`config.mk`:
```
export PLATFORM = sky130hd
export DESIGN_NAME = mdu_top
export DESIGN_NICKNAME = d
export VERILOG_FILES = /design/src/design/mdu_pkg.sv /design/src/design/mdu_ctrl.sv /design/src/design/mdu_datapath.sv /design/src/design/mdu_operand_prep.sv /design/src/design/mdu_top.sv
export SDC_FILE = /design/constraint.sdc
export NUM_CORES = 1
export LEC_CHECK = 0
export ABC_CLOCK_PERIOD_IN_PS = 6100
export BUFFER_PORTS_ARGS = -buffer_cell sky130_fd_sc_hd__buf_4
export CORE_AREA = 2 2 154 156
export DETAILED_ROUTE_END_ITERATION = 10
export DIE_AREA = 0 0 156 158
export PLACE_DENSITY_LB_ADDON = 0.12
export SLEW_MARGIN = 5
export SYNTH_ARGS = -nofsm -noshare
export SYNTH_HDL_FRONTEND = slang
export SYNTH_HIERARCHICAL = 1
export SYNTH_SLANG_ARGS = --single-unit
```
`constraint.sdc`:
```
create_clock -name clk -period 6.1 [get_ports clk]
set_input_delay 0.915 -clock clk [delete_from_list [all_inputs] [get_ports clk]]
set_output_delay 0.915 -clock clk [all_outputs]
set_load 0.02 [all_outputs]
```
`src/design/mdu_pkg.sv`:
```
package mdu_pkg;

  localparam int XLEN  = 32;
  localparam int CNT_W = 6;   // holds 0 up to XLEN

  // most negative operand for the overflow check
  localparam logic [XLEN-1:0] INT_MIN = {1'b1, {(XLEN-1){1'b0}}};

  // funct3 of the M extension
  typedef enum logic [2:0] {
    OP_MUL  = 3'b000,
    OP_DIV  = 3'b100,
    OP_DIVU = 3'b101,
    OP_REM  = 3'b110,
    OP_REMU = 3'b111
  } mdu_op_e;

  typedef enum logic [2:0] {
    S_IDLE = 3'd0,
    S_EXC  = 3'd1,
    S_LOAD = 3'd2,
    S_MUL  = 3'd3,
    S_DIV  = 3'd4,
    S_FIX  = 3'd5,
    S_DONE = 3'd6
  } mdu_state_e;

  typedef struct packed {
    mdu_op_e         op;
    logic [XLEN-1:0] rs1;  // dividend or multiplicand
    logic [XLEN-1:0] rs2;  // divisor or multiplier
  } mdu_req_t;

  typedef struct packed {
    logic [XLEN-1:0] result;
    logic            div_by_zero;
    logic            div_overflow;
  } mdu_resp_t;

  typedef struct packed {
    logic            is_div;
    logic            is_rem;
    logic [XLEN-1:0] a_mag;
    logic [XLEN-1:0] b_mag;
    logic            neg_q;
    logic            neg_r;
    logic            div_by_zero;
    logic            div_overflow;
  } mdu_prep_t;

  typedef struct packed {
    logic load;
    logic step;
    logic fixup;
    logic exc;
    logic is_div;
  } mdu_ctl_t;

endpackage

```
`src/design/mdu_ctrl.sv`:
```
module mdu_ctrl (
  input  logic               clk,
  input  logic               rst_n,
  input  logic               valid_i,
  input  mdu_pkg::mdu_prep_t prep_i,
  output mdu_pkg::mdu_ctl_t  ctl_o,
  output logic               done_o
);
  import mdu_pkg::*;

  mdu_state_e       state_q;
  mdu_state_e       state_d;
  logic [CNT_W-1:0] cnt_q;
  logic             is_div_q;
  logic             done_q;
  logic             accept;
  logic             exc_hit;
  logic             last_step;
  logic             stepping;

  assign accept    = (state_q == S_IDLE) & valid_i;
  assign exc_hit   = prep_i.div_by_zero | prep_i.div_overflow;
  assign last_step = (cnt_q == CNT_W'(XLEN - 1));
  assign stepping  = (state_q == S_MUL) | (state_q == S_DIV);

  // next state
  always_comb begin
    state_d = state_q;
    case (state_q)
      S_IDLE: begin
        if (accept) begin
          state_d = exc_hit ? S_EXC : S_LOAD;
        end
      end
      S_EXC: begin
        state_d = S_IDLE;
      end
      S_LOAD: begin
        state_d = is_div_q ? S_DIV : S_MUL;
      end
      S_MUL,
      S_DIV: begin
        if (last_step) begin
          state_d = S_FIX;
        end
      end
      S_FIX: begin
        state_d = S_DONE;
      end
      S_DONE: begin
        state_d = S_IDLE;
      end
      default: begin
        state_d = S_IDLE;
      end
    endcase
  end

  always_ff @(posedge clk) begin
    if (!rst_n) begin
      state_q <= S_IDLE;
    end else begin
      state_q <= state_d;
    end
  end

  // operation kind for the whole run
  always_ff @(posedge clk) begin
    if (!rst_n) begin
      is_div_q <= 1'b0;
    end else if (accept) begin
      is_div_q <= prep_i.is_div;
    end
  end

  // step counter
  always_ff @(posedge clk) begin
    if (!rst_n) begin
      cnt_q <= '0;
    end else if (state_q == S_LOAD) begin
      cnt_q <= '0;
    end else if (stepping) begin
      cnt_q <= cnt_q + 1'b1;
    end
  end

  // done one cycle after the exception or done state
  always_ff @(posedge clk) begin
    if (!rst_n) begin
      done_q <= 1'b0;
    end else begin
      done_q <= (state_q == S_EXC) | (state_q == S_DONE);
    end
  end

  // operands are taken on the accepting edge since req_i may move after
  always_comb begin
    ctl_o.load   = accept & ~exc_hit;
    ctl_o.exc    = accept & exc_hit;
    ctl_o.step   = stepping;
    ctl_o.fixup  = (state_q == S_FIX);
    ctl_o.is_div = is_div_q;
  end

  assign done_o = done_q;

endmodule

```
`src/design/mdu_datapath.sv`:
```
module mdu_datapath (
  input  logic               clk,
  input  logic               rst_n,
  input  mdu_pkg::mdu_ctl_t  ctl_i,
  input  mdu_pkg::mdu_prep_t prep_i,
  output mdu_pkg::mdu_resp_t resp_o
);
  import mdu_pkg::*;

  logic [XLEN-1:0] a_q;    // multiplicand or dividend then quotient
  logic [XLEN-1:0] b_q;    // multiplier or divisor
  logic [XLEN-1:0] acc_q;  // product or partial remainder
  logic            q_neg_q;
  logic            r_neg_q;
  logic            is_rem_q;
  mdu_resp_t       resp_q;

  logic [XLEN:0]   add_a;
  logic [XLEN:0]   add_b;
  logic            add_sub;
  logic [XLEN:0]   add_sum;
  logic            borrow;
  logic [XLEN-1:0] fix_sel;
  logic            fix_neg;
  logic [XLEN-1:0] exc_rem;

  assign fix_sel = is_rem_q ? acc_q : a_q;
  assign fix_neg = is_rem_q ? r_neg_q : q_neg_q;

  // input select for the one adder/subtractor
  always_comb begin
    add_a   = '0;
    add_b   = '0;
    add_sub = 1'b0;
    if (ctl_i.exc) begin
      add_b   = {1'b0, prep_i.a_mag};  // rebuild signed rs1
      add_sub = 1'b1;
    end else if (ctl_i.fixup) begin
      add_b   = {1'b0, fix_sel};
      add_sub = 1'b1;
    end else if (ctl_i.is_div) begin
      add_a   = {acc_q, a_q[XLEN-1]};  // remainder shifted with next dividend bit
      add_b   = {1'b0, b_q};
      add_sub = 1'b1;
    end else begin
      add_a   = {1'b0, acc_q};
      add_b   = {1'b0, a_q};
    end
  end

  assign add_sum = add_a + (add_b ^ {(XLEN+1){add_sub}}) + {{XLEN{1'b0}}, add_sub};
  assign borrow  = add_sum[XLEN];  // shifted remainder below divisor

  assign exc_rem = prep_i.neg_r ? add_sum[XLEN-1:0] : prep_i.a_mag;

  // iteration registers
  always_ff @(posedge clk) begin
    if (ctl_i.load) begin
      a_q      <= prep_i.a_mag;
      b_q      <= prep_i.b_mag;
      acc_q    <= '0;
      q_neg_q  <= prep_i.neg_q;
      r_neg_q  <= prep_i.neg_r;
      is_rem_q <= prep_i.is_rem;
    end else if (ctl_i.step) begin
      if (ctl_i.is_div) begin
        acc_q <= borrow ? add_a[XLEN-1:0] : add_sum[XLEN-1:0];  // restore on borrow
        a_q   <= {a_q[XLEN-2:0], ~borrow};
      end else begin
        if (b_q[0]) begin
          acc_q <= add_sum[XLEN-1:0];
        end
        a_q <= a_q << 1;
        b_q <= b_q >> 1;
      end
    end
  end

  // result register
  always_ff @(posedge clk) begin
    if (!rst_n) begin
      resp_q <= '0;
    end else if (ctl_i.exc) begin
      resp_q.div_by_zero  <= prep_i.div_by_zero;
      resp_q.div_overflow <= prep_i.div_overflow;
      if (prep_i.is_rem) begin
        resp_q.result <= prep_i.div_by_zero ? exc_rem : '0;
      end else begin
        // overflow quotient is the dividend itself
        resp_q.result <= prep_i.div_by_zero ? '1 : prep_i.a_mag;
      end
    end else if (ctl_i.fixup) begin
      resp_q.div_by_zero  <= 1'b0;
      resp_q.div_overflow <= 1'b0;
      if (ctl_i.is_div) begin
        resp_q.result <= fix_neg ? add_sum[XLEN-1:0] : fix_sel;
      end else begin
        resp_q.result <= acc_q;  // product needs no sign fix
      end
    end
  end

  assign resp_o = resp_q;

endmodule

```
`src/design/mdu_operand_prep.sv`:
```
module mdu_operand_prep (
  input  mdu_pkg::mdu_req_t  req_i,
  output mdu_pkg::mdu_prep_t prep_o
);
  import mdu_pkg::*;

  logic is_div;
  logic is_rem;
  logic is_signed;
  logic a_neg;
  logic b_neg;
  logic rs2_zero;
  logic overflow;
  logic by_zero;

  // opcode decode
  always_comb begin
    is_div    = 1'b0;
    is_rem    = 1'b0;
    is_signed = 1'b0;
    case (req_i.op)
      OP_DIV: begin
        is_div    = 1'b1;
        is_signed = 1'b1;
      end
      OP_DIVU: begin
        is_div = 1'b1;
      end
      OP_REM: begin
        is_div    = 1'b1;
        is_rem    = 1'b1;
        is_signed = 1'b1;
      end
      OP_REMU: begin
        is_div = 1'b1;
        is_rem = 1'b1;
      end
      default: ;  // mul and the mulh codes
    endcase
  end

  assign a_neg    = is_signed & req_i.rs1[XLEN-1];
  assign b_neg    = is_signed & req_i.rs2[XLEN-1];
  assign rs2_zero = (req_i.rs2 == '0);
  assign by_zero  = is_div & rs2_zero;
  assign overflow = is_signed & (req_i.rs1 == INT_MIN) & (req_i.rs2 == '1);

  always_comb begin
    prep_o.is_div       = is_div;
    prep_o.is_rem       = is_rem;
    // unsigned ops and mul keep the raw operands
    prep_o.a_mag        = a_neg ? -req_i.rs1 : req_i.rs1;
    prep_o.b_mag        = b_neg ? -req_i.rs2 : req_i.rs2;
    prep_o.neg_q        = (a_neg ^ b_neg) & ~(by_zero | overflow);
    prep_o.neg_r        = a_neg;  // remainder follows the dividend
    prep_o.div_by_zero  = by_zero;
    prep_o.div_overflow = overflow;
  end

endmodule

```
`src/design/mdu_top.sv`:
```
module mdu_top (
  input  logic               clk,
  input  logic               rst_n,
  input  logic               valid_i,
  input  mdu_pkg::mdu_req_t  req_i,
  output logic               done_o,
  output mdu_pkg::mdu_resp_t resp_o
);
  import mdu_pkg::*;

  mdu_prep_t prep;
  mdu_ctl_t  ctl;

  // sign handling and exception detect
  mdu_operand_prep mdu_operand_prep_i (
    .req_i  (req_i),
    .prep_o (prep)
  );

  mdu_ctrl mdu_ctrl_i (
    .clk     (clk),
    .rst_n   (rst_n),
    .valid_i (valid_i),
    .prep_i  (prep),
    .ctl_o   (ctl),
    .done_o  (done_o)
  );

  mdu_datapath mdu_datapath_i (
    .clk    (clk),
    .rst_n  (rst_n),
    .ctl_i  (ctl),
    .prep_i (prep),
    .resp_o (resp_o)
  );

endmodule

```
==> metrics.md <==
| Metric | Value |
|---|---|
| Seq. cell area | 3555 µm² |
| Post-synth net total | 1656 |
| Initial DRT Pass Iterations | 8 |
| Footprint of the multi-input gates | 8521 µm² |
| Sequential share of the synthesized area | 28.05% |
| Crit-path max FO | 17 |
| Area delta synth->final | 16.20% |
| Share of layout cells above drive strength 1 | 22.23% |
| Cell Rows | 56 |
| WP data arrival | between 6 and 7 ns |
| Final setup violating endpoints | 0 |
| CP Class | input port to register |
| CP endpoint kind | register |
| Max-cap viol count | 0 |
| Largest net degree at the start of global routing | just over 60 |
| Final hold vios | 0 |
| Routability cong. | 0.9836 |
| Die Area | between 20000 and 25000 µm² |
| Post-synth top area share | roughly 16% |
| Die Y-Extent | 158 µm |
| Final core occ | 63.86% |
| Area leader, netlist | edfxtp_1 |
| Post-synth top flop | dfxtp_1 |
| Tot GR Track Use | 38.57% |
| H-Tree Level Count | 4 |
| Post-synth EDFFs | 67 |
| CORE AREA | 23050 µm² |
| First-pass GRT wire length | 72680 µm |
| Skew-Pair Late Insertion Delay | 0.44 ns |
| Fill cell count | 2017 |
| Hold-fix buffers, CTS | 0 |
| VDD IR max | 0.1478 mV |
| Slew headroom | between 20% and 30% |
| Cells after synthesis | 1550 |
| Post-CTS Setup Bufs | 0 |
| Minimum clock period | 5.896 ns |
| Part of the cycle the worst path needs | ~97% |
| NumNets Final | 1753 |
| PwrDens | 284.4 nW/µm² |
| Unique masters post-synth | 90 |
| Pwr Total | 4.186 mW |
| FFs w/ async S/R, synth | 0% |
| Num ports | between 100 and 150 |
| Post-DRT Antenna Nets | 0 |
| Initial Util | a little over half |
| Port Buf Inserts | 104 |
| Wire per inst | about 25 µm |
| Compound-Gate Fraction of Synth Area | between 20% and 30% |
| DRT iter0 DRCs | 1843 |
| Grt ovf | 0 |
| Critical Path RT | between 6 and 7 ns |
| Area share of fa/ha/maj cells after synthesis | ~3.6% |
| Leakage | 5.557 nW |
| Routed WL | 48330 µm |
| CTS tree | built |
| #FFs+latches synth | 144 |
| Mapped Area | 12670 µm² |
| Initial antenna violation count | 0 |
| Clock Skew | 0.01750 ns |
| Slew @ Worst Pin | 1.168 ns |
| Die X | 156 µm |
| Synth Area in Simple Gates | 19.24% |
| Number of global-route vias before repair | 12380 |
| Main combinational cell family by area after synthesis | compound AO/OA/AOI/OAI gates |
| Avg Inst Size Synth | around 8.2 µm² |
| Synth top area cells | edfxtp_1, dfxtp_1, mux2_2, a21oi_1, nand2_1 |
| Status | finished, final reports clean |
| DRC | 0 |
| Total CTS buffers | 17 |
| Max-slew violation count | 0 |
| Hpwl dp | 36090 µm |
| Ys Warns | 6 |
| Fmax | 169.6 MHz |
| Mux contribution to synthesized area | ~10% |
| Startpoint types | input port |
| Hold crit path type | register to register |
| Longest Clk Path Bufs | 2 |
| Via/cell ratio | 6.918 |
| Xor/xnor cell area share of the yosys netlist | 5.877% |
| Unrepaired setup endpoints after global routing | no |
| Clock sinks | 144 |
| Clock tree root buffer cell | clkbuf_16 |
| Total vias in the final route | 13490 |
| Clock transition at the registers of the reported paths | around 0.070 ns |
| N_diodes | 0 |
per-layer routing:
layer	vias to the layer above	share of wire, %	track usage (%)	wire, µm
met3	98	13	9.882	6444
met1	6324	41	53.72	19830
li1	6116	-	-	-
met4	0	2.7	11.45	1290
met5	-	0	0	0
met2	952	43	58.95	20770
final timing paths:
path,startpoint,to,slack (ns),cells after the start
max,req_i[33],mdu_datapath_i/acc_q[17]$_SDFFE_PP0P_,0.20,22
min,mdu_datapath_i/resp_o[28]$_SDFFE_PN0P_,mdu_datapath_i/resp_o[28]$_SDFFE_PN0P_,0.44,2
max reg2reg,mdu_ctrl_i/state_q[1]$_SDFFE_PN0P_,mdu_datapath_i/acc_q[17]$_SDFFE_PP0P_,0.94,16
min reg2reg,mdu_datapath_i/resp_o[28]$_SDFFE_PN0P_,mdu_datapath_i/resp_o[28]$_SDFFE_PN0P_,0.44,2
synthesized netlist by cell type, drive strengths merged (5+ instances only):
cell type and count:
o22ai 17, o311ai 7, a221oi 12, a311oi 30
or3 26, mux2 93, nor2 136, nand2b 12
a211oi 12, nor4 21, buf 33, or2 5
o31ai 18, or4 7, o21a 8, o211ai 10
a41oi 6, and3 7, xor2 34, and2 8
nor3 31, and4 6, o21ai 97, nand3b 5
a22o 33, nand3 44, inv 27, a21oi 148
o221ai 43, edfxtp 67, nor2b 10, nand4 22
nand2 140, a31oi 16, clkbuf 92, nor3b 5
ha 35, xnor2 51, a21o 19, dfxtp 77
mux2i 23
through the flow:
step	hold WS (ns)	TNS (ns)	cell area, µm²	instances	setup WS [ns]
5_1_grt	0.4575	0	14720	1950	0.04746
6_report	0.4437	0	14720	1950	0.2043
3_3_place_gp	0.4294	-0.01142	14110	1918	-0.01142
4_1_cts	0.4465	0	14710	1950	0.3574
3_5_place_dp	0.4339	-0.3061	14110	1918	-0.06313
2_1_floorplan	0.4604	0	12690	1550	0.02179
power by group:
group | internal (mW) | switching (mW) | total (mW)
Combinational | 0.709 | 0.974 | 1.68
Clock | 0.617 | 0.498 | 1.12
Sequential | 1.20 | 0.189 | 1.39
Total | 2.52 | 1.66 | 4.19
cell families (layout without fill, tap and decap cells):
kind of cell             after synthesis  count (layout)
flip-flops                           144             144
XOR/XNOR                              85              85
multiplexers                         116             116
buffers and inverters                154             264
AND/OR/NAND/NOR                      493             493
AO/OA/AOI/OAI                        522             522
adder cells (fa/ha/maj)               36              36
final cells by class:
| class | count | area share (%) |
|---|---|---|
| multi-input combinational | 1252 | 57.88 |
| sequential | 144 | 24.15 |
| timing repair buffer | 203 | 10.69 |
| clock buffer | 17 | 2.890 |
| tap | 290 | 2.465 |
| clock inverter | 15 | 1.181 |
| inverter | 29 | 0.7395 |
critical path, cell delays in order:
cell and delay (ns):
buf_4 0.12, inv_1 0.07, ha_1 0.18, or3b_2 0.55, nor4_4 0.33, nand4_1 0.14, nor2_1 0.23, nor2_1 0.12
nor2_4 0.09, or2_1 0.14, nor2_2 0.17, a22o_1 0.35, fa_1 0.45, a21o_1 0.23, a221oi_2 0.33, or4_4 0.21
nand2_4 0.06, a311oi_4 0.38, o31ai_4 0.14, nand4_1 0.25, nand2_1 0.25, a2111oi_0 0.50
repair_timing:
item,in CTS,in global routing
setup endpoints to repair,0,3
hold endpoints to repair,0,0
gates resized for setup,0,2
flip-flops by register name, summed over array words and instances, names as in the netlist:
signal and cells:
mdu_ctrl_i/cnt_q 6, mdu_ctrl_i/done_o 1, mdu_ctrl_i/is_div_q 1, mdu_ctrl_i/state_q 3
mdu_datapath_i/a_q 32, mdu_datapath_i/acc_q 32, mdu_datapath_i/b_q 32, mdu_datapath_i/is_rem_q 1
mdu_datapath_i/q_neg_q 1, mdu_datapath_i/r_neg_q 1, mdu_datapath_i/resp_o 34
cell usage in the layout (no fill, tap or decap), drive strengths merged, types with 10 or more instances in the layout:
master and n:
a21o 19, o211ai 10, o221ai 43, xnor2 51
buf 203, or3 26, a211oi 12, nor3 31
nor4 21, nor2b 10, clkbuf 17, edfxtp 67
mux2 93, nand2 140, a311oi 30, a221oi 12
a21oi 148, o21ai 97, a22o 33, nand2b 12
o31ai 18, inv 34, mux2i 23, nor2 136
ha 35, nand3 44, nand4 22, xor2 34
a31oi 16, dfxtp 77, o22ai 17
Power figures use the tool's default switching activity.
